`src/verilog/tile_pkg.sv`:
```
`default_nettype none

package tile_pkg;

    // bus geometry
    localparam int ADDR_W = 32;
    localparam int DATA_W = 32;
    localparam int BE_W   = DATA_W / 8;

    // address bits steering the arbiter
    localparam int XBUS_BITSEL = 31;
    localparam int SFR_BITSEL  = 20;

    // register block byte offsets
    localparam int unsigned SFR_COREID_OFS = 32'h0;
    localparam int unsigned SFR_RESET_OFS  = 32'h4;
    localparam int unsigned SFR_MSI_OFS    = 32'h8;

    // interrupt channel towards the core
    localparam int IRQ_CODE_W = 8;
    localparam logic [IRQ_CODE_W-1:0] IRQ_EXT_CODE = 8'hFF;

endpackage

`default_nettype wire
```
`src/verilog/sfr_block.sv`:
```
`default_nettype none

module sfr_block
#(
    parameter int CORENUM = 0
    , parameter bit CPU_RESET_DEFAULT = 1'b0
)
(
    input logic clk_i
    , input logic reset_i

    , input logic req_i
    , input logic we_i
    , input logic [tile_pkg::ADDR_W-1:0] addr_i
    , input logic [tile_pkg::BE_W-1:0] be_i
    , input logic [tile_pkg::DATA_W-1:0] wdata_i
    , output logic ack_o
    , output logic resp_o
    , output logic [tile_pkg::DATA_W-1:0] rdata_o

    , output logic cpu_reset_o
    , output logic msi_req_o
    , output logic [tile_pkg::IRQ_CODE_W-1:0] msi_code_o
);

    localparam int OFS_W = 4;
    localparam logic [OFS_W-1:0] COREID_OFS = OFS_W'(tile_pkg::SFR_COREID_OFS);
    localparam logic [OFS_W-1:0] RESET_OFS  = OFS_W'(tile_pkg::SFR_RESET_OFS);
    localparam logic [OFS_W-1:0] MSI_OFS    = OFS_W'(tile_pkg::SFR_MSI_OFS);

    logic [OFS_W-1:0] ofs;
    logic wr_low;
    logic wr_reset;
    logic wr_msi;

    assign ofs = addr_i[OFS_W-1:0];

    // both writable registers live in byte 0
    assign wr_low   = req_i && we_i && be_i[0];
    assign wr_reset = wr_low && (ofs == RESET_OFS);
    assign wr_msi   = wr_low && (ofs == MSI_OFS);

    assign ack_o = 1'b1;

    always_ff @(posedge clk_i)
    begin
        if (reset_i)
        begin
            resp_o      <= 1'b0;
            msi_req_o   <= 1'b0;
            cpu_reset_o <= CPU_RESET_DEFAULT;
        end
        else
        begin
            resp_o    <= req_i && !we_i;
            msi_req_o <= wr_msi;
            if (wr_reset)
                cpu_reset_o <= wdata_i[0];
        end
    end

    always_ff @(posedge clk_i)
    begin
        if (req_i && !we_i)
        begin
            case (ofs)
                COREID_OFS: rdata_o <= tile_pkg::DATA_W'(CORENUM);
                RESET_OFS:  rdata_o <= tile_pkg::DATA_W'(cpu_reset_o);
                default:    rdata_o <= '0;
            endcase
        end
        // message trigger carries its code in the low byte
        if (wr_msi)
            msi_code_o <= wdata_i[tile_pkg::IRQ_CODE_W-1:0];
    end

endmodule

`default_nettype wire

```
`config.mk`:
```
export PLATFORM = sky130hd
export DESIGN_NAME = sfr_block
export DESIGN_NICKNAME = d
export VERILOG_FILES = /design/src/verilog/tile_pkg.sv /design/src/verilog/sfr_block.sv
export SDC_FILE = /design/constraint.sdc
export NUM_CORES = 1
export LEC_CHECK = 0
export BUFFER_PORTS_ARGS = -buffer_cell sky130_fd_sc_hd__buf_2
export CORE_MARGIN = 1.5
export CORE_UTILIZATION = 29
export CTS_CLUSTER_SIZE = 40
export DETAILED_ROUTE_END_ITERATION = 10
export PLACE_DENSITY = 0.85
export SETUP_SLACK_MARGIN = 0.05
export SLEW_MARGIN = 20
export SYNTH_ARGS = -nofsm -noshare
export SYNTH_HDL_FRONTEND = slang
export SYNTH_SLANG_ARGS = --single-unit
export TNS_END_PERCENT = 10
```
`constraint.sdc`:
```
create_clock -name clk_i -period 3.3 [get_ports clk_i]
set_clock_uncertainty 0.15 [all_clocks]
set_input_delay 0.66 -clock clk_i [delete_from_list [all_inputs] [get_ports clk_i]]
set_output_delay 0.66 -clock clk_i [all_outputs]
set_load 0.1 [all_outputs]
```
==> results.md <==
Route:
- The count of vias placed by the detailed router is 397.
- The detailed router finished its first iteration with 7 violations.
- The number of nets with antenna violations after detailed routing is 0.
- After detailed routing, the number of remaining DRC violations is 0.
- Wires add up to 977 um.
- The number of iterations in the first detailed-routing pass is 3.
- In the routed layout, each cell is associated on average with a via count of 3.422.
- Dividing the detail-routed wire length by the instance count gives 8.422 um.

Final layout:
- Excluding fillers, the count of instances in the completed layout stands at 116.
- The ratio of cells with drive above 1 in the final layout is 40.91%.
- The library cells used most frequently in the layout, excluding fill and tap cells, are 32 x sky130_fd_sc_hd__conb_1, 28 x sky130_fd_sc_hd__buf_2, 9 x sky130_fd_sc_hd__edfxtp_1.
- Compared with the post-synthesis result, the final layout area differs by 12.36%.
- The number of inserted diodes is 0.
- The most common cell after layout, fill and taps aside is sky130_fd_sc_hd__conb_1.
- Cells fill 34.45% of the core in the end.
- In the final design database the tool counted 161 nets.

Clock network:
- TritonCTS built the clock tree.
- The cell at the root of the clock tree is sky130_fd_sc_hd__clkbuf_4.
- The number of levels the H-tree was split into is 1.
- The buffer depth of the longest clock path is 2.
- The number of buffers inserted to repair setup after CTS is 0.
- The number of buffers inserted by hold repair at cts is 0.
- The worst-skew pair later-pin latency is 0.26 ns.
- The number of sinks handled by clock tree synthesis is 12.
- The number of buffers added by the clock tree synthesis step is 3.
- The number of gates resized after CTS is 0.
- After clock tree synthesis, the clock-pin slew on the worst setup and hold paths is 0.07 ns.

Power:
- In this run the static leakage power is 0.3690 nW.
- The power per cell area is 607.5 nW/um^2.
- The completed layout was analyzed and its total power is 462.9 uW.
- The peak supply drop is 0.0002078 V.

Yosys:
- The synthesized netlist devotes 0% of its cell area to XOR and XNOR gates.
- The number of different library cells in the post-synthesis netlist is 11.
- For this run, the register share of the synthesized area comes to 48.71%.
- The simple-gate share of the synthesized area is 13.28%.
- Counting every instance in the synthesized netlist gives 58.
- The share of synthesized area spent on multiplexers is 1.476%.
- By area, the combinational part of the netlist is dominated by buffers and inverters.
- The average size of a mapped cell is 11.69 sq um.
- The Yosys step of the flow raised 0 warnings.
- The adder-cell area share of the yosys netlist is 0%.
- The synthesized netlist devotes 0% of its cell area to compound gates.
- The total standard cell area after synthesis is 678.2 sq um.
- Synthesis inferred 12 register bits.

Run:
- The max capacitance violation total is 0.

Floorplanning:
- In this run the count of I/O pins placed on the die edge is 116.
- In this run the horizontal extent of the chip is 51.36 um.
- The floorplan step defined a die boundary enclosing 2637 sq um.
- In this run the standard cell core region covers 2212 sq um.
- The floorplan row count is 17.
- The die is 51.36 um tall.
- For this configuration, the core starts out at a cell density of 30.66%.

STA:
- The setup TNS after final layout is 0 ns.
- The clock period minus final worst setup slack is 1.885 ns.
- Setup repair after global routing left no endpoint under its margin.
- Derived from the worst setup path, the maximum achievable clock frequency is 530.5 MHz.
- Setup violations remaining at the end of the flow were counted as 0.
- The worst-case headroom to the max-slew limit is 37.49%.
- The final hold violation count is 0.
- At the pin with the least slew margin, the transition time is 0.9300 ns.
- The part of the cycle the worst path needs is 57.12%.
- The max-slew violation count came to 0.

Setup path:
- The kind of end point of the critical path is an output port.
- STA puts the critical path data required time at 2.49 ns.
- Data on the critical path arrives at its endpoint at 1.08 ns.
- The slowest stage cell on the critical path is sky130_fd_sc_hd__buf_2.
- The critical path goes through buf_2.
- STA classifies the critical path startpoint as a flop.
- For this run, the slowest stage of the critical path takes 0.44 ns.
- The maximum fanout encountered on the critical timing path is 3.
- Together, buffers and inverters on the worst path number 1.
- In this design, the largest share of critical-path delay is due to buffers and inverters.
- The worst setup path is of the reg2out kind.

Global route:
- The overall global routing resource usage is 7.754%.
- Summed over all layers, the global routing overflow is 0.
- The number of global-route vias before repair came to 313.
- The global-route wire length before repair is 1386 um.
- Entering global routing, the biggest net connects 10 pins.
- The number of antenna violations at the first check in global routing was 0.

Placed design:
- After legalization and detailed placement, the total HPWL measured 825.5 um.
- At the end of routability-driven placement, the weighted congestion stood at 0.6467.
- The number of port buffers is 28.
- The number of cells after detailed placement is 112.

Status:
- The flow ran to the end, and the final reports show no timing, DRC or antenna violations.

Hold path:
- The worst hold path belongs to the class reg2reg.
==> worst paths after layout <==
path	cells past startpoint	slack [ns]	from	to
max	1	1.41	cpu_reset_o	cpu_reset_o
min	2	0.37	cpu_reset_o	cpu_reset_o
max reg2reg	1	2.32	cpu_reset_o	rdata_o[0]
min reg2reg	2	0.37	cpu_reset_o	cpu_reset_o
==> stage by stage <==
step                hold slack (ns)  setup slack, ns  area, sq um
floorplan                    0.5816            1.426        790.8
global placement             0.3218            1.172        725.7
detailed placement           0.3533            1.103        725.7
CTS                          0.3722            1.397        762.0
global route                 0.3839            1.282        762.0
finish                       0.3716            1.415        762.0
==> kinds of logic after synthesis <==
logic type,Yosys count
flip-flops,12
AND/OR/NAND/NOR,11
multiplexers,1
buffers and inverters,32
other,2
==> sequential cells by signal, summed over array words and instances (netlist names) <==
register and count:
cpu_reset_o 1, msi_code_o 8, msi_req_o 1, rdata_o 1, resp_o 1
==> layer usage <==
| metal | vias up | track usage [%] | routed length [um] |
|---|---|---|---|
| met3 | 2 | 2.339 | 143 |
| met1 | 171 | 8.167 | 370 |
| met2 | 39 | 11.90 | 445 |
| met4 | 0 | 7.895 | 18 |
| li1 | 185 | - | - |
| met5 | - | 0 | 0 |
==> power by group <==
part / internal (mW) / leakage [nW] / switching [mW]
Clock: 0.0669 / 0.0210 / 0.0458
Sequential: 0.163 / 0.106 / 0.000353
Combinational: 0.0101 / 0.242 / 0.176
==> cell type report <==
type / instances / area, sq um
clock buffers: 4 / 36.28
repair buffers: 28 / 140.1
fillers: 239 / 1450
well taps: 28 / 35.03
flip-flops and latches: 12 / 330.3
multi-input cells: 44 / 220.2
==> cells in the mapped netlist <==
master / instances / area, sq um
sky130_fd_sc_hd__nand3_2: 1 / 10.01
sky130_fd_sc_hd__nor4b_1: 1 / 8.760
sky130_fd_sc_hd__and2b_2: 1 / 8.760
sky130_fd_sc_hd__nand2b_1: 4 / 25.02
sky130_fd_sc_hd__conb_1: 2 / 7.510
sky130_fd_sc_hd__buf_4: 32 / 240.2
sky130_fd_sc_hd__nor2b_1: 2 / 12.51
sky130_fd_sc_hd__nor4_2: 2 / 25.02
sky130_fd_sc_hd__dfxtp_1: 3 / 60.06
sky130_fd_sc_hd__edfxtp_1: 9 / 270.3
sky130_fd_sc_hd__mux2i_1: 1 / 10.01
Power figures use the tool's default switching activity.
