[config.mk]
export PLATFORM = sky130hd
export DESIGN_NAME = irq_adapter
export DESIGN_NICKNAME = d
export VERILOG_FILES = /design/src/verilog/tile_pkg.sv /design/src/verilog/irq_adapter.sv
export SDC_FILE = /design/constraint.sdc
export NUM_CORES = 1
export LEC_CHECK = 0
export BUFFER_PORTS_ARGS = -buffer_cell sky130_fd_sc_hd__buf_2
export CORE_MARGIN = 2
export CORE_UTILIZATION = 44
export DETAILED_ROUTE_END_ITERATION = 10
export GPL_TIMING_DRIVEN = 0
export PLACE_DENSITY = 0.71
export SYNTH_ARGS = -nofsm -noshare
export SYNTH_HDL_FRONTEND = slang
export SYNTH_SLANG_ARGS = --single-unit
export TNS_END_PERCENT = 10
[constraint.sdc]
create_clock -name clk_i -period 1.2 [get_ports clk_i]
set_input_delay 0.18 -clock clk_i [delete_from_list [all_inputs] [get_ports clk_i]]
set_output_delay 0.18 -clock clk_i [all_outputs]
set_load 0.005 [all_outputs]
[src/verilog/tile_pkg.sv]
`default_nettype none

package tile_pkg;

    // bus geometry
    localparam int ADDR_W = 32;
    localparam int DATA_W = 32;
    localparam int BE_W   = DATA_W / 8;

    // address bits steering the arbiter
    localparam int XBUS_BITSEL = 31;
    localparam int SFR_BITSEL  = 20;

    // register block byte offsets
    localparam int unsigned SFR_COREID_OFS = 32'h0;
    localparam int unsigned SFR_RESET_OFS  = 32'h4;
    localparam int unsigned SFR_MSI_OFS    = 32'h8;

    // interrupt channel towards the core
    localparam int IRQ_CODE_W = 8;
    localparam logic [IRQ_CODE_W-1:0] IRQ_EXT_CODE = 8'hFF;

endpackage

`default_nettype wire
[src/verilog/irq_adapter.sv]
`default_nettype none

module irq_adapter
(
    input logic clk_i
    , input logic reset_i

    , input logic irq_debounced_i
    , input logic msi_req_i
    , input logic [tile_pkg::IRQ_CODE_W-1:0] msi_code_i

    , output logic irq_req_o
    , output logic [tile_pkg::IRQ_CODE_W-1:0] irq_code_o
    , input logic irq_ack_i
);

    logic irq_prev;
    logic ext_edge;
    logic ext_pend;
    logic msi_pend;
    logic cur_ext;
    logic [tile_pkg::IRQ_CODE_W-1:0] msi_code_q;

    logic ack_fire;
    logic ext_clr;
    logic msi_clr;
    logic msi_load;
    logic ext_pend_n;
    logic msi_pend_n;
    logic [tile_pkg::IRQ_CODE_W-1:0] msi_code_n;
    logic present;

    assign ext_edge = irq_debounced_i && !irq_prev;
    assign ack_fire = irq_req_o && irq_ack_i;
    assign ext_clr  = ack_fire && cur_ext;
    assign msi_clr  = ack_fire && !cur_ext;

    // a second message is lost while the first still waits
    assign msi_load   = msi_req_i && (!msi_pend || msi_clr);
    assign ext_pend_n = ext_edge || (ext_pend && !ext_clr);
    assign msi_pend_n = msi_load || (msi_pend && !msi_clr);
    assign msi_code_n = msi_load ? msi_code_i : msi_code_q;

    // presented source is held until acked, a later edge waits its turn
    assign present = !irq_req_o || ack_fire;

    always_ff @(posedge clk_i)
    begin
        if (reset_i)
        begin
            irq_prev  <= 1'b0;
            ext_pend  <= 1'b0;
            msi_pend  <= 1'b0;
            irq_req_o <= 1'b0;
            cur_ext   <= 1'b0;
        end
        else
        begin
            irq_prev <= irq_debounced_i;
            ext_pend <= ext_pend_n;
            msi_pend <= msi_pend_n;
            if (present)
            begin
                irq_req_o <= ext_pend_n || msi_pend_n;
                cur_ext   <= ext_pend_n;
            end
        end
    end

    always_ff @(posedge clk_i)
    begin
        msi_code_q <= msi_code_n;
        if (present)
            irq_code_o <= ext_pend_n ? tile_pkg::IRQ_EXT_CODE : msi_code_n;
    end

    // any new source shows up as a request in the next cycle
    assert property (@(posedge clk_i) disable iff (reset_i)
        ext_edge || msi_req_i |=> irq_req_o)
        else $error("interrupt source did not raise the request");

endmodule

`default_nettype wire

==> qor.csv, run 1 <==
metric;value;unit
total grt overflow;0;
Root Driver;clkbuf_4;
Mapped Area;816;µm²
pwr/cell area;1330;nW/µm²
final core utilization;64.1;%
post-synthesis adder-cell area fraction;0;%
failing checks;setup timing;
1st-iter DRT viols;11;
critical path's slowest cell;dfxtp_2;
vias in the first global route;587;
largest net degree at the start of global routing;12;
max cap viols;0;
Setup violations, final;2;
Critical Path AT;1270;ps
Hold Vio Cnt, Final;0;
Die Height;47.1;µm
Max Fclk;817;MHz
post-DR vias/cell;5.14;
Post-Syn Area per Cell;10.9;µm²
worst-path fanout max;5;
final cycle utilization of the critical path;102;%
reg2reg start;cur_ext$_SDFFE_PP0P_;
Clock Sinks;21;
Core ar.;1730;µm²
die area;2210;µm²
# DRC;0;
type of origin of the critical path;register;
Initial Util;47.2;%
PortBufs;21;
number of synthesized register bits;21;
nets;119;
initial antenna violation count;0;
post-synthesis xor/xnor area fraction;0;%
CP Launch Point;cur_ext$_SDFFE_PP0P_;
clock slew seen by the registers of the worst setup and hold paths;110;ps
Pins Over Slew Limit;0;
syn_nets;88;
min cycle time layout;1220;ps
post-route insts no fill;130;
largest stage delay on the critical path;370;ps
RD Place Congestion;0.679;
post-synthesis compound-gate area fraction;12.7;%
hold buffers post-CTS;0;
H-tree levels;1;
Synth Instances;75;
total CTS buffers;3;
first-pass GRT wire length;2490;µm
RSZ-0062 raised after global routing;true;
Crit. End Element;register;
Max clock buf depth;2;
skew final;1.43;ps
Vias;668;
crit path kind;register to register;
leakage power;0.000462;µW
most common cell after layout, fill and taps aside;buf_2;
share of cells above drive strength 1;46.7;%
Filler Cell Count;144;
Relative slew margins;68.9;%
VDD IR max;0.845;mV
Hold WC Path Type;primary input to register;
synthesis-to-finish area growth;35.7;%
IO Count;22;
Yosys warnings;0;
post-synth cell types;21;
DPL Wire Length;1080;µm
router iterations before antenna repair;4;
Clock Latency Late Sink;290;ps
cells along the critical path;buf_4 > nand3_4 > a21oi_4 > nand3_1;
setup TNS;-33.6;ps
simple-gate share of the synthesized area;23.2;%
placed cell count;121;
final wirelength;1700;µm
TritonCTS clock tree;done;
status;finished with violations;
Seq/Total Area, Yosys;61.3;%
post-synthesis mux area share;0;%
Critical Path RT;1240;ps
Routed Antenna Nets;0;
ANT cells;0;
most frequent cells in the layout;buf_2, nand3_1, dfxtp_1;
Hold Startpoint;msi_code_i[3];
largest family of logic cells by synthesized area;simple AND/OR/NAND/NOR gates;
WL per Instance;13.0;µm
worst slew pin tran;466;ps
Placement Rows;15;
all-layer global routing usage;16.6;%
die width;47.1;µm
PnR worst setup slack;-24.1;ps
per-layer routing:
| metal | GRT usage (%) | vias up | share of wire [%] |
|---|---|---|---|
| li1 | - | 332 | - |
| met1 | 20.9 | 314 | 42 |
| met2 | 27.1 | 18 | 52 |
| met3 | 3.46 | 4 | 4.4 |
| met4 | 7.78 | 0 | 1.7 |
| met5 | 0 | - | 0 |
what timing repair did:
action | in CTS | in global routing
pin swaps | 2 | 8
setup endpoints to repair | 16 | 13
setup buffers | 3 | 1
gates cloned | 1 | 0
gates resized for setup | 5 | 13
metrics by stage:
step / area (µm²) / power, µW / setup slack, ps / hold slack [ps]
global placement: 952 / 1100 / -174 / 387
CTS: 1030 / 1450 / 6.32 / 85.0
finish: 1110 / 1480 / -24.1 / 91.2
global route: 1110 / 1560 / -56.0 / 87.7
floorplan: 816 / 1010 / 23.3 / 249
detailed placement: 952 / 1110 / -189 / 394
final timing paths:
check	cells after the start	end	slack [ps]
setup / recovery	4	irq_code_o[1]$_SDFFCE_PP1P_	-20
hold / removal	3	msi_code_q[3]$_DFF_P_	90
setup reg to reg	4	irq_code_o[1]$_SDFFCE_PP1P_	-20
hold reg to reg	2	msi_code_q[3]$_DFF_P_	480
where the power goes:
part           switching (µW)  total [µW]  internal, µW  leakage [µW]
Clock                     193         322           129     0.0000150
Sequential               34.1         872           838      0.000185
Combinational             152         281           129      0.000263
Total                     379        1480          1100      0.000462
critical path, delay by kind of cell, from the launching register on:
kind / cells / cell delay, ps
buffers and inverters: 1 / 130
and+or+nand+nor: 2 / 210
AOI/OAI and AO/OA: 1 / 270
DFF: 1 / 370
layout make-up:
class | count | area [µm²] | share of cell area, %
clock buffers | 4 | 26.3 | 2.37
inverters | 2 | 7.51 | 0.678
plain buffers | 2 | 16.3 | 1.47
well taps | 25 | 31.3 | 2.82
multi-input cells | 51 | 385 | 34.8
flip-flops and latches | 21 | 505 | 45.6
repair buffers | 25 | 135 | 12.2
sequential cells by signal (all words and copies together) (netlist names):
| register | count |
|---|---|
| irq_code_o | 8 |
| msi_code_q | 8 |
| cur_ext | 1 |
| ext_pend | 1 |
| irq_prev | 1 |
| irq_req_o | 1 |
| msi_pend | 1 |
cell families after synthesis:
logic type             count (synthesis)
AND/OR/NAND/NOR                       37
AO/OA/AOI/OAI                         13
flip-flops                            21
buffers and inverters                  4
cells in the mapped netlist, drive strengths merged:
cell / n / share of area (%)
nand3: 17 / 10
dfxtp: 13 / 32
nand2: 10 / 4.6
o21ai: 9 / 9.2
edfxtp: 8 / 29
a21oi: 2 / 1.7
buf: 2 / 1.8
inv: 2 / 0.92
nor2: 2 / 0.92
nor2b: 2 / 1.5
a221oi: 1 / 1.1
a31oi: 1 / 0.77
and2b: 1 / 1.1
and4b: 1 / 1.2
nand2b: 1 / 0.77
nand4b: 1 / 1.1
nor3: 1 / 0.61
or2b: 1 / 0.92
Power figures use the tool's default switching activity.
==> run 2, diff against run 1 <==
CELL_PAD_IN_SITES_DETAIL_PLACEMENT = 1   (was default)
CELL_PAD_IN_SITES_GLOBAL_PLACEMENT = 1   (was default)
CORE_UTILIZATION = 38   (was 44)
PLACE_DENSITY = default   (was 0.71)
PLACE_DENSITY_LB_ADDON = 0.1   (was default)
clock period = 1.25 ns   (was 1.2 ns; I/O delays follow)
==> qor.csv, run 2 (same netlist as run 1, synthesis figures left out) <==
metric;value;unit;change
status;completed;;
reg2reg setup slack;30;ps;+50 ps
die width;50.3;µm;+7.0%
1st-iter DRT viols;3;;-8
final wirelength;1820;µm;+7.5%
# DRC;0;;unchanged
PnR worst setup slack;29.6;ps;+53.7 ps
first-pass GRT wire length;3130;µm;+26%
Hold Vio Cnt, Final;0;;unchanged
Max clock buf depth;2;;unchanged
Vias;666;;-0.30%
Root Driver;clkbuf_4;;
RSZ-0062 raised after global routing;true;;
Placement Rows;16;;+1
all-layer global routing usage;16.8;%;+0.26 points
Routed Antenna Nets;0;;unchanged
die area;2530;µm²;+14%
largest stage delay on the critical path;390;ps;+20 ps
synthesis-to-finish area growth;29.0;%;
post-DR vias/cell;5.12;;-0.30%
total grt overflow;0;;unchanged
Max Fclk;819;MHz;+0.30%
initial antenna violation count;0;;unchanged
total CTS buffers;3;;unchanged
max cap viols;0;;unchanged
Finished Cell Area;1050;µm²;-5.0%
Relative slew margins;68.4;%;-0.51 points
PortBufs;21;;unchanged
Clock Sinks;21;;unchanged
Setup violations, final;0;;-2
critical path's slowest cell;dfxtp_4;;
RD Place Congestion;0.652;;-4.0%
Clock Latency Late Sink;310;ps;+20 ps
most frequent cells in the layout;buf_2, nand3_1, dfxtp_1;;
final cycle utilization of the critical path;97.6;%;-4.4 points
Critical Path AT;1290;ps;+20 ps
worst-path fanout max;8;;+3
largest net degree at the start of global routing;13;;+1
Core ar.;2000;µm²;+16%
pwr/cell area;1350;nW/µm²;+1.7%
VDD IR max;0.572;mV;-32%
Crit. End Element;register;;
PnR Total Power;1420;µW;-3.4%
Worst path top cell family by delay;flip-flops;;
crit path kind;register to register;;
most common cell after layout, fill and taps aside;buf_2;;
H-tree levels;1;;unchanged
skew final;2.24;ps;+0.806 ps
Die Height;50.3;µm;+7.0%
share of cells above drive strength 1;42.7;%;-3.9 points
leakage power;0.000442;µW;-4.3%
router iterations before antenna repair;4;;unchanged
Buf/Inv on CP;1;;unchanged
Placement Setup Slack;-186;ps;+2.55 ps
Hold WC Path Type;primary input to register;;
Regs by FF count;irq_code_o x8, msi_code_q x8;;
cells along the critical path;and4b_1 > buf_6 > o21ai_2 > nand3_1;;
WL per Instance;14.0;µm;+7.5%
Initial Util;40.7;%;-6.5 points
min cycle time layout;1220;ps;-3.71 ps
clock slew seen by the registers of the worst setup and hold paths;120;ps;about the same
IO Count;22;;unchanged
DP Area;955;µm²;+0.26%
vias in the first global route;710;;+21%
TritonCTS clock tree;done;;
Critical Path RT;1320;ps;+80 ps
ANT cells;0;;unchanged
type of origin of the critical path;register;;
DPL Wire Length;1180;µm;+8.8%
nets;117;;-1.7%
Pins Over Slew Limit;0;;unchanged
final core utilization;52.6;%;-12 points
worst slew pin tran;473;ps;+7.57 ps
-- run 2: cell count changes in the layout (fill, tap and decap cells not counted), moves of 2 or more --
cell	previous run	this run
o21ai_2	4	6
nand3_1	11	16
nand3_2	5	1
o21ai_4	4	2
-- run 2: path summary, 6_finish.rpt --
path | startpoint | endpoint | cells after the start
worst min-delay path | reset_i | irq_req_o$_SDFFE_PP0P_ | 2
worst max-delay path | cur_ext$_SDFFE_PP0P_ | irq_code_o[5]$_SDFFCE_PP1P_ | 4
worst max register to register | cur_ext$_SDFFE_PP0P_ | irq_code_o[5]$_SDFFCE_PP1P_ | 4
worst min register to register | msi_code_q[7]$_DFF_P_ | msi_code_q[7]$_DFF_P_ | 2
-- run 2: final cells by class --
cell class,instances,area [µm²]
Clock inverter,1,5.00
Timing Repair Buffer,24,128
Fill cell,243,950
Inverter,2,7.51
Sequential cell,21,505
Tap cell,27,33.8
Clock buffer,3,22.5
Multi-Input combinational cell,51,339
Buffer,1,11.3
-- run 2: report_power, final --
group	internal (µW)	switching, µW
clock	120	222
sequential	805	32.4
combinational	112	134
total	1040	388
-- run 2: timing repair --
item	in CTS	in global routing
setup buffers	2	1
resized for setup	5	5
hold buffers	0	0
endpoints found under the setup margin	16	9
gates cloned	1	0
pin swaps	2	3
-- run 2: routing by layer --
| layer | global-route usage (%) | wire [µm] |
|---|---|---|
| met5 | 0 | 0 |
| met4 | 6.76 | 25 |
| met3 | 3.57 | 71 |
| met2 | 30.9 | 891 |
| met1 | 18.7 | 836 |
-- run 2: metrics by stage --
| stage | hold slack [ps] | cells | setup TNS [ps] |
|---|---|---|---|
| detailed placement | 407 | 123 | -1400 |
| floorplan | 257 | 75 | 0 |
| CTS | 74.3 | 130 | 0 |
| global route | 76.6 | 130 | -38.8 |
| finish | 69.9 | 130 | 0 |
| global placement | 396 | 123 | -1280 |
-- run 2: worst register-to-register path, cell delays in order (launching register included) --
cell     delay [ps]
dfxtp_4         390
and4b_1         200
buf_6           150
o21ai_2         160
nand3_1          90
