$ cat config.mk
export PLATFORM = sky130hd
export DESIGN_NAME = bus_arbiter
export DESIGN_NICKNAME = d
export VERILOG_FILES = /design/src/verilog/tile_pkg.sv /design/src/verilog/bus_arbiter.sv
export SDC_FILE = /design/constraint.sdc
export NUM_CORES = 1
export LEC_CHECK = 0
export BUFFER_PORTS_ARGS = -buffer_cell sky130_fd_sc_hd__buf_4
export CAP_MARGIN = 25
export CORE_AREA = 2 2 202 204
export CTS_BUF_LIST = sky130_fd_sc_hd__clkbuf_16
export CTS_CLUSTER_SIZE = 12
export DETAILED_ROUTE_END_ITERATION = 8
export DIE_AREA = 0 0 204 206
export PLACE_DENSITY = 0.41
export SLEW_MARGIN = 5
export SYNTH_ARGS = -nofsm -noshare
export SYNTH_HDL_FRONTEND = slang
export SYNTH_SLANG_ARGS = --single-unit
$ cat constraint.sdc
create_clock -name clk_i -period 1.9 [get_ports clk_i]
set_input_delay 0.285 -clock clk_i [delete_from_list [all_inputs] [get_ports clk_i]]
set_output_delay 0.285 -clock clk_i [all_outputs]
set_load 0.02 [all_outputs]
$ cat src/verilog/tile_pkg.sv
`default_nettype none

package tile_pkg;

    // bus geometry
    localparam int ADDR_W = 32;
    localparam int DATA_W = 32;
    localparam int BE_W   = DATA_W / 8;

    // address bits steering the arbiter
    localparam int XBUS_BITSEL = 31;
    localparam int SFR_BITSEL  = 20;

    // register block byte offsets
    localparam int unsigned SFR_COREID_OFS = 32'h0;
    localparam int unsigned SFR_RESET_OFS  = 32'h4;
    localparam int unsigned SFR_MSI_OFS    = 32'h8;

    // interrupt channel towards the core
    localparam int IRQ_CODE_W = 8;
    localparam logic [IRQ_CODE_W-1:0] IRQ_EXT_CODE = 8'hFF;

endpackage

`default_nettype wire
$ cat src/verilog/bus_arbiter.sv
`default_nettype none

module bus_arbiter
#(
    parameter int XBUS_BITSEL = tile_pkg::XBUS_BITSEL
    , parameter int SFR_BITSEL = tile_pkg::SFR_BITSEL
)
(
    input logic clk_i
    , input logic reset_i

    , input logic host_req_i
    , input logic host_we_i
    , input logic [tile_pkg::ADDR_W-1:0] host_addr_i
    , input logic [tile_pkg::BE_W-1:0] host_be_i
    , input logic [tile_pkg::DATA_W-1:0] host_wdata_i
    , output logic host_ack_o
    , output logic host_resp_o
    , output logic [tile_pkg::DATA_W-1:0] host_rdata_o

    , input logic cpu_req_i
    , input logic cpu_we_i
    , input logic [tile_pkg::ADDR_W-1:0] cpu_addr_i
    , input logic [tile_pkg::BE_W-1:0] cpu_be_i
    , input logic [tile_pkg::DATA_W-1:0] cpu_wdata_i
    , output logic cpu_ack_o
    , output logic cpu_resp_o
    , output logic [tile_pkg::DATA_W-1:0] cpu_rdata_o

    , output logic ram_req_o
    , output logic ram_we_o
    , output logic [tile_pkg::ADDR_W-1:0] ram_addr_o
    , output logic [tile_pkg::BE_W-1:0] ram_be_o
    , output logic [tile_pkg::DATA_W-1:0] ram_wdata_o
    , input logic ram_ack_i
    , input logic ram_resp_i
    , input logic [tile_pkg::DATA_W-1:0] ram_rdata_i

    , output logic sfr_req_o
    , output logic sfr_we_o
    , output logic [tile_pkg::ADDR_W-1:0] sfr_addr_o
    , output logic [tile_pkg::BE_W-1:0] sfr_be_o
    , output logic [tile_pkg::DATA_W-1:0] sfr_wdata_o
    , input logic sfr_ack_i
    , input logic sfr_resp_i
    , input logic [tile_pkg::DATA_W-1:0] sfr_rdata_i

    , output logic xbus_req_o
    , output logic xbus_we_o
    , output logic [tile_pkg::ADDR_W-1:0] xbus_addr_o
    , output logic [tile_pkg::BE_W-1:0] xbus_be_o
    , output logic [tile_pkg::DATA_W-1:0] xbus_wdata_o
    , input logic xbus_ack_i
    , input logic xbus_resp_i
    , input logic [tile_pkg::DATA_W-1:0] xbus_rdata_i
);

    logic host_sel;
    logic m_req;
    logic m_we;
    logic [tile_pkg::ADDR_W-1:0] m_addr;
    logic [tile_pkg::BE_W-1:0] m_be;
    logic [tile_pkg::DATA_W-1:0] m_wdata;

    logic sel_xbus;
    logic sel_sfr;
    logic sel_ram;
    logic tgt_ack;
    logic tgt_resp;
    logic [tile_pkg::DATA_W-1:0] tgt_rdata;

    logic rd_pending;
    logic rd_from_cpu;
    logic rd_block;
    logic accept;

    // fixed priority, host first
    assign host_sel = host_req_i;
    assign m_we     = host_sel ? host_we_i    : cpu_we_i;
    assign m_addr   = host_sel ? host_addr_i  : cpu_addr_i;
    assign m_be     = host_sel ? host_be_i    : cpu_be_i;
    assign m_wdata  = host_sel ? host_wdata_i : cpu_wdata_i;

    // a read finishing this cycle frees the bus for the next request
    assign tgt_resp = ram_resp_i || sfr_resp_i || xbus_resp_i;
    assign rd_block = rd_pending && !tgt_resp;
    assign m_req    = (host_req_i || cpu_req_i) && !rd_block;

    assign sel_xbus = m_addr[XBUS_BITSEL];
    assign sel_sfr  = !sel_xbus && m_addr[SFR_BITSEL];
    assign sel_ram  = !sel_xbus && !sel_sfr;

    assign ram_req_o    = m_req && sel_ram;
    assign ram_we_o     = m_we;
    assign ram_addr_o   = m_addr;
    assign ram_be_o     = m_be;
    assign ram_wdata_o  = m_wdata;

    assign sfr_req_o    = m_req && sel_sfr;
    assign sfr_we_o     = m_we;
    assign sfr_addr_o   = m_addr;
    assign sfr_be_o     = m_be;
    assign sfr_wdata_o  = m_wdata;

    assign xbus_req_o   = m_req && sel_xbus;
    assign xbus_we_o    = m_we;
    assign xbus_addr_o  = m_addr;
    assign xbus_be_o    = m_be;
    assign xbus_wdata_o = m_wdata;

    assign tgt_ack = sel_xbus ? xbus_ack_i : (sel_sfr ? sfr_ack_i : ram_ack_i);
    assign accept  = m_req && tgt_ack;

    assign host_ack_o = accept && host_sel;
    assign cpu_ack_o  = accept && !host_sel;

    assign tgt_rdata = ram_resp_i ? ram_rdata_i : (sfr_resp_i ? sfr_rdata_i : xbus_rdata_i);

    // response goes back to whoever issued the read
    assign host_resp_o  = tgt_resp && rd_pending && !rd_from_cpu;
    assign cpu_resp_o   = tgt_resp && rd_pending && rd_from_cpu;
    assign host_rdata_o = tgt_rdata;
    assign cpu_rdata_o  = tgt_rdata;

    always_ff @(posedge clk_i)
    begin
        if (reset_i)
        begin
            rd_pending  <= 1'b0;
            rd_from_cpu <= 1'b0;
        end
        else if (accept && !m_we)
        begin
            rd_pending  <= 1'b1;
            rd_from_cpu <= !host_sel;
        end
        else if (tgt_resp)
        begin
            rd_pending <= 1'b0;
        end
    end

    // targets answer only reads this arbiter let through
    assert property (@(posedge clk_i) disable iff (reset_i) tgt_resp |-> rd_pending)
        else $error("target response with no read outstanding");

    // one read in flight means one answering target at a time
    assert property (@(posedge clk_i) disable iff (reset_i)
        $onehot0({ram_resp_i, sfr_resp_i, xbus_resp_i}))
        else $error("several targets responded in one cycle");

endmodule

`default_nettype wire

==> impl_metrics.toml, run 1 <==
[outcome]
status = "finished with violations"
failed_checks = "negative setup slack"

[routing]
routedWlPerCell_um = 13.5
drc = 0
first_iter_violations = 102
first_pass_iters = 4
drt-total-wl_mm = 17.2
ant_nets = 0
via_per_inst = 3.01
via_count = 3817

[floorplan]
die_y_um = 206
floorplan.initialDensity_pct = 7.45
rows = 74
coreArea_um2 = 40200
die_area_um2 = 42000
die-width_um = 204
io_pins = 522

[sta]
fmax_mhz = 498
fin_tns_setup_ps = -142
setup_viol = 2
whs_ps = 373
drv_slew = 0
rsz0062_at_grt = "true"
timing.final.crit_share_pct = 106
worst_pin_slew_ps = 573
setup_ws_ps = -107
fin_skew_ps = 5.71
max_slew_margin_pct = 61.8
finalCriticalPeriod_ps = 2010
hold_viol = 0

[setup_path]
worst_ep_required_time_ps = 1620
worstSetupEndpointType = "output port"
critPathKind = "reg -> out"
path_cells = "or4b_4 -> nand2_4 -> a211oi_4 -> buf_12 -> nor2b_4 -> buf_6 -> buf_6"
crit_arrival_ps = 1720
max_stage_delay_ps = 530
cp-start-kind = "flip-flop"
crit_slowest_cell = "or4b_4"
path_max_fanout = 4
cp_common_cell = "buf_6"

[cts]
postCtsHoldBufs = 0
htree_levels = 1
clockBufferDepth = 2
cts_inserted_buffers = 3
cts-root-buf = "clkbuf_16"
clock-sinks = 2
clk_latency_ps = 220
cts.clk_slew.worst_paths_ps = 30
cts_tree = "built"

[synth]
synthDistinctLibCells = 28
synthCells = 382
synth_area_leader_cell = "buf_4"
yosysWarnings = 0
ys_seq_area_share_pct = 1.34
synthesis.area_um2 = 2990
synth_nets = 626
synth_area_leaders = "buf_4 (43%), mux2_2 (24%), mux2i_1 (11%)"
syn_area_per_cell_um2 = 7.83
synth-seq-cells = 2
synth_top_area_share_pct = 42.6

[power]
power_per_cell_area_nw_per_um2 = 407
power_mw = 2.65
power.leakage_nw = 3.33
vdd_drop_max_mv = 0.290

[flow_run]
cap_viol_max_count = 0

[layout]
seq_area_um2 = 41.3
instances_no_fill = 1270
multiInputGateArea_um2 = 1600
final_nets = 983
final_layout_size_suffix_gt1_share_pct = 84.3
fillers = 4530
utilization_pct = 16.2
design_area_um2 = 6510
areaGrowthSynthToFinish_pct = 118

[placement]
place_area_um2 = 6380
post-place-cells = 1266
port_buffers = 521
dp_slack_ps = -143
gp_congestion = 0.761
dpl.hpwl_mm = 15.7

[global_routing]
globalRouteTotalUtil_pct = 7.05
antenna_found_initial = 2
grt_pass1_wl_mm = 22.1
gr-total-overflow = 0
grt_pass1_vias = 3561
grt_max_degree = 66

[hold_path]
hp-class = "in -> reg"
-- final timing paths --
kind                                  start          end  slack (ps)  depth (start not counted)
worst max-delay path             rd_pending    cpu_ack_o        -110                          7
worst min-delay path                reset_i  rd_from_cpu         370                          3
worst max register to register   rd_pending  rd_from_cpu         360                          5
worst min register to register  rd_from_cpu  rd_from_cpu         600                          2
-- cells in the final DEF (no fill, tap or decap) --
| cell type | instances |
|---|---|
| or4b_4 | 1 |
| nand2_1 | 33 |
| nand2_4 | 1 |
| or3_1 | 1 |
| dfxtp_2 | 1 |
| nand2b_1 | 1 |
| and3_1 | 1 |
| and2_1 | 1 |
| or2_2 | 1 |
| mux2_1 | 2 |
| nor2b_1 | 1 |
| mux2_2 | 65 |
| nor3_2 | 1 |
| nor2b_4 | 1 |
| mux2i_1 | 33 |
| buf_6 | 5 |
| dfxtp_1 | 1 |
| a2111oi_2 | 1 |
| a211oi_4 | 1 |
| o21ai_0 | 31 |
| nor2_1 | 5 |
| inv_1 | 1 |
| clkbuf_16 | 3 |
| nor3_1 | 1 |
| o41ai_1 | 1 |
| buf_4 | 533 |
| inv_2 | 1 |
| mux2i_4 | 2 |
| a41oi_2 | 1 |
| o2bb2ai_1 | 2 |
| diode_2 | 1 |
| buf_12 | 3 |
| o21ai_1 | 1 |
-- final cells by class --
cell class | instances | share of cell area [%]
sequential | 2 | 0.634
multi-input combinational | 189 | 24.6
timing repair buffer | 541 | 63.2
clock buffer | 3 | 1.15
tap | 532 | 10.2
inverter | 2 | 0.115
antenna | 1 | 0.0384
-- cell families (layout without fill, tap and decap cells) --
| family | count (synthesis) | in the layout | synth area share (%) |
|---|---|---|---|
| other | 0 | 1 | 0 |
| muxes | 102 | 102 | 37.8 |
| AOI/OAI and AO/OA | 38 | 38 | 7.69 |
| DFF | 2 | 2 | 1.34 |
| buffers and inverters | 191 | 546 | 46.0 |
| and+or+nand+nor | 49 | 49 | 7.23 |
-- critical path, delay by kind of cell, from the launching register on --
kind                   cells  cell delay [ps]
buffers and inverters      3              390
flip-flops                 1              320
AND/OR/NAND/NOR            3              750
AO/OA/AOI/OAI              1               40
-- metal layers --
| metal | GRT usage, % | up-vias | wire (um) |
|---|---|---|---|
| met1 | 7.44 | 1701 | 6080 |
| met4 | 0.699 | 2 | 68 |
| met3 | 1.59 | 4 | 1650 |
| met5 | 0 | - | 13 |
| met2 | 14.5 | 281 | 9390 |
| li1 | - | 1829 | - |
-- state kept, by name, indices dropped and copies added, names as in the netlist --
register,cells
rd_from_cpu,1
rd_pending,1
-- where the power goes --
group,switching (mW),internal [mW]
combinational,1.16,1.11
sequential,0.00490,0.0459
clock,0.0546,0.268
total,1.22,1.43
-- synthesized netlist by cell type --
cell type	count
nand2_1	33
a41oi_2	1
nand2_2	1
buf_6	2
buf_2	5
mux2i_1	33
mux2_2	65
buf_4	170
inv_2	1
a2111oi_2	1
nor2b_1	2
mux2_1	2
o41ai_1	1
or2_2	1
mux2i_4	2
nor2_1	5
o21ai_0	32
clkbuf_1	12
inv_1	1
nand2b_1	1
nor3_1	2
a211oi_2	1
o2bb2ai_1	2
dfxtp_1	2
and3_1	1
and2_1	1
or4b_4	1
or3_1	1
-- what timing repair did --
item | in CTS | in global routing
setup buffers | 4 | 1
pin swaps | 2 | 2
resized for setup | 11 | 1
setup endpoints to repair | 9 | 7
(Power assumes the default switching activity.)
==> run 2: changes to the inputs <==
Settings changed: ABC_AREA set to 1, CORE_AREA 2 2 202 204 to 2 2 200 202, DIE_AREA 0 0 204 206 to 0 0 202 204.
==> impl_metrics.toml, run 2 <==
[synth]
synth_top_area_share_pct = 43.1
synthArstFlopShare_pct = 0
synth_commonest_cells = "nand2_1 (239), buf_4 (170), a21oi_1 (65)"
ys_seq_area_share_pct = 1.35
synth_area_leader_cell = "buf_4"
synthCells = 568
syn_area_per_cell_um2 = 5.21
synthesis.area_um2 = 2960
yosysWarnings = 0
synth_nets = 812
synth_area_leaders = "buf_4 (43%), nand2_1 (30%), a21oi_1 (11%)"
synth_edf_count = 0
synth-seq-cells = 2
synth_most_common_cell = "nand2_1"
synthDistinctLibCells = 23
ys.flop_type = "dfxtp_1"

[sta]
fmax_mhz = 574
drv_slew = 0
setup_ws_ps = 158
fin_skew_ps = 0.405
hold_viol = 0
fin_tns_setup_ps = 0
worst_pin_slew_ps = 415
max_slew_margin_pct = 72.3
finalCriticalPeriod_ps = 1740
setup_viol = 0
rsz0062_at_grt = "false"
timing.final.crit_share_pct = 91.7

[routing]
via_per_inst = 3.24
ant_nets = 0
drt-total-wl_mm = 20.3
first_pass_iters = 4
drc = 0
routedWlPerCell_um = 14.1
first_iter_violations = 232
via_count = 4651

[setup_path]
path_max_fanout = 10
critPathKind = "in -> out"
max_stage_delay_ps = 160
crit_slowest_cell = "inv_4"
rrSetupSlack_ps = 770
worst_ep_required_time_ps = 1620
worstSetupEndpointType = "output port"
crit_family = "simple AND/OR/NAND/NOR gates"
r2r_cells = 7
r2r_start = "rd_pending"
worst-path-buf-inv = 4
r2r-end = "rd_from_cpu"
cp-start-kind = "input pin"
crit_arrival_ps = 1460
path_cells = "buf_4 -> inv_4 -> nand2_1 -> nand2_2 -> nand4_1 -> nand2_2 -> inv_1 -> nor2_2 -> buf_4"

[floorplan]
die_area_um2 = 41200
io_pins = 522
floorplan.initialDensity_pct = 7.55
die-width_um = 202
rows = 73
coreArea_um2 = 39200
die_y_um = 204

[placement]
gp_congestion = 0.844
dp_slack_ps = 39.6
port_buffers = 521
dpl.hpwl_mm = 18.3

[layout]
areaGrowthSynthToFinish_pct = 117
reg.largest.list = "rd_from_cpu: 1 flops, rd_pending: 1 flops"
final_common_cell = "buf_4"
final_nets = 1158
utilization_pct = 16.4
most-common-layout-cells = "buf_4 (534), nand2_1 (239), a21oi_1 (65)"
final_layout_size_suffix_gt1_share_pct = 61.2
diodes = 0

[cts]
cts_inserted_buffers = 3
postCtsHoldBufs = 0
cts-root-buf = "clkbuf_16"
htree_levels = 1
cts_tree = "built"
clockBufferDepth = 2
clk_latency_ps = 220
clock-sinks = 2
cts.clk_slew.worst_paths_ps = 30

[outcome]
status = "finished, final reports clean"

[hold_path]
holdPathStages = 2
hold_end = "rd_from_cpu"
hp-start = "reset_i"
hp-class = "in -> reg"

[power]
seqPwrFrac_pct = 1.7
p_int_mw = 1.35
clkPwrFrac_pct = 11.9
power.leakage_nw = 3.61
combPwrFrac_pct = 86.4
power_per_cell_area_nw_per_um2 = 418
vdd_drop_max_mv = 0.188
power.switching_mw = 1.34
swShare_pct = 49.8

[global_routing]
grt_pass1_vias = 4441
grt_max_degree = 46
globalRouteTotalUtil_pct = 8.76
grt_pass1_wl_mm = 27.3
gr-total-overflow = 0
antenna_found_initial = 0

[flow_run]
cap_viol_max_count = 0
[run 2: area by class of cell]
type	count	area (um^2)
inverter	7	28.8
fill	4523	32800
multi-input combinational	360	1490
timing repair buffer	540	4130
clock buffer	3	75.1
tap	525	657
sequential	2	40.0
[run 2: metrics by stage]
step                power [mW]  instance area [um^2]  hold WS, ps  instances
CTS                       2.72                  6420          226       1437
global route              2.83                  6420          238       1437
detailed placement        2.39                  6340          456       1434
floorplan                 1.43                  2960          347        568
global placement          2.40                  6340          456       1434
finish                    2.68                  6420          229       1437
[run 2: kinds of logic after synthesis]
| group | Yosys count | synth area share, % |
|---|---|---|
| AO/OA/AOI/OAI | 67 | 11.5 |
| buffers and inverters | 206 | 48.4 |
| AND/OR/NAND/NOR | 293 | 38.8 |
| flip-flops | 2 | 1.35 |
[run 2: worst max path at each step]
stage / cells after the start / from / slack, ps / end
after CTS: 9 / host_req_i / 30 / cpu_ack_o
after detailed placement: 9 / host_req_i / 40 / cpu_ack_o
final: 9 / host_req_i / 160 / cpu_ack_o
after global routing: 9 / host_req_i / 20 / cpu_ack_o
after global placement: 9 / host_req_i / 60 / cpu_ack_o
after floorplan: 6 / sfr_resp_i / 100 / host_rdata_o[0]
[run 2: power by group through the flow]
stage / Sequential, mW / Combinational (mW) / Clock, mW
finish: 0.0459 / 2.32 / 0.318
global route: 0.0462 / 2.46 / 0.328
CTS: 0.0460 / 2.35 / 0.324
detailed placement: 0.0465 / 2.34 / 0
global placement: 0.0464 / 2.35 / 0
floorplan: 0.0461 / 1.39 / 0
[run 2: repair_timing]
action | CTS | global route
setup buffers | 0 | 0
setup endpoints to repair | 0 | 1
gates resized for setup | 0 | 1
[run 2: routing by layer]
layer / track usage, % / share of wire (%)
met4: 2.49 / 2.7
met3: 1.48 / 7.9
met5: 0 / 0
met1: 10.0 / 38
met2: 16.6 / 51
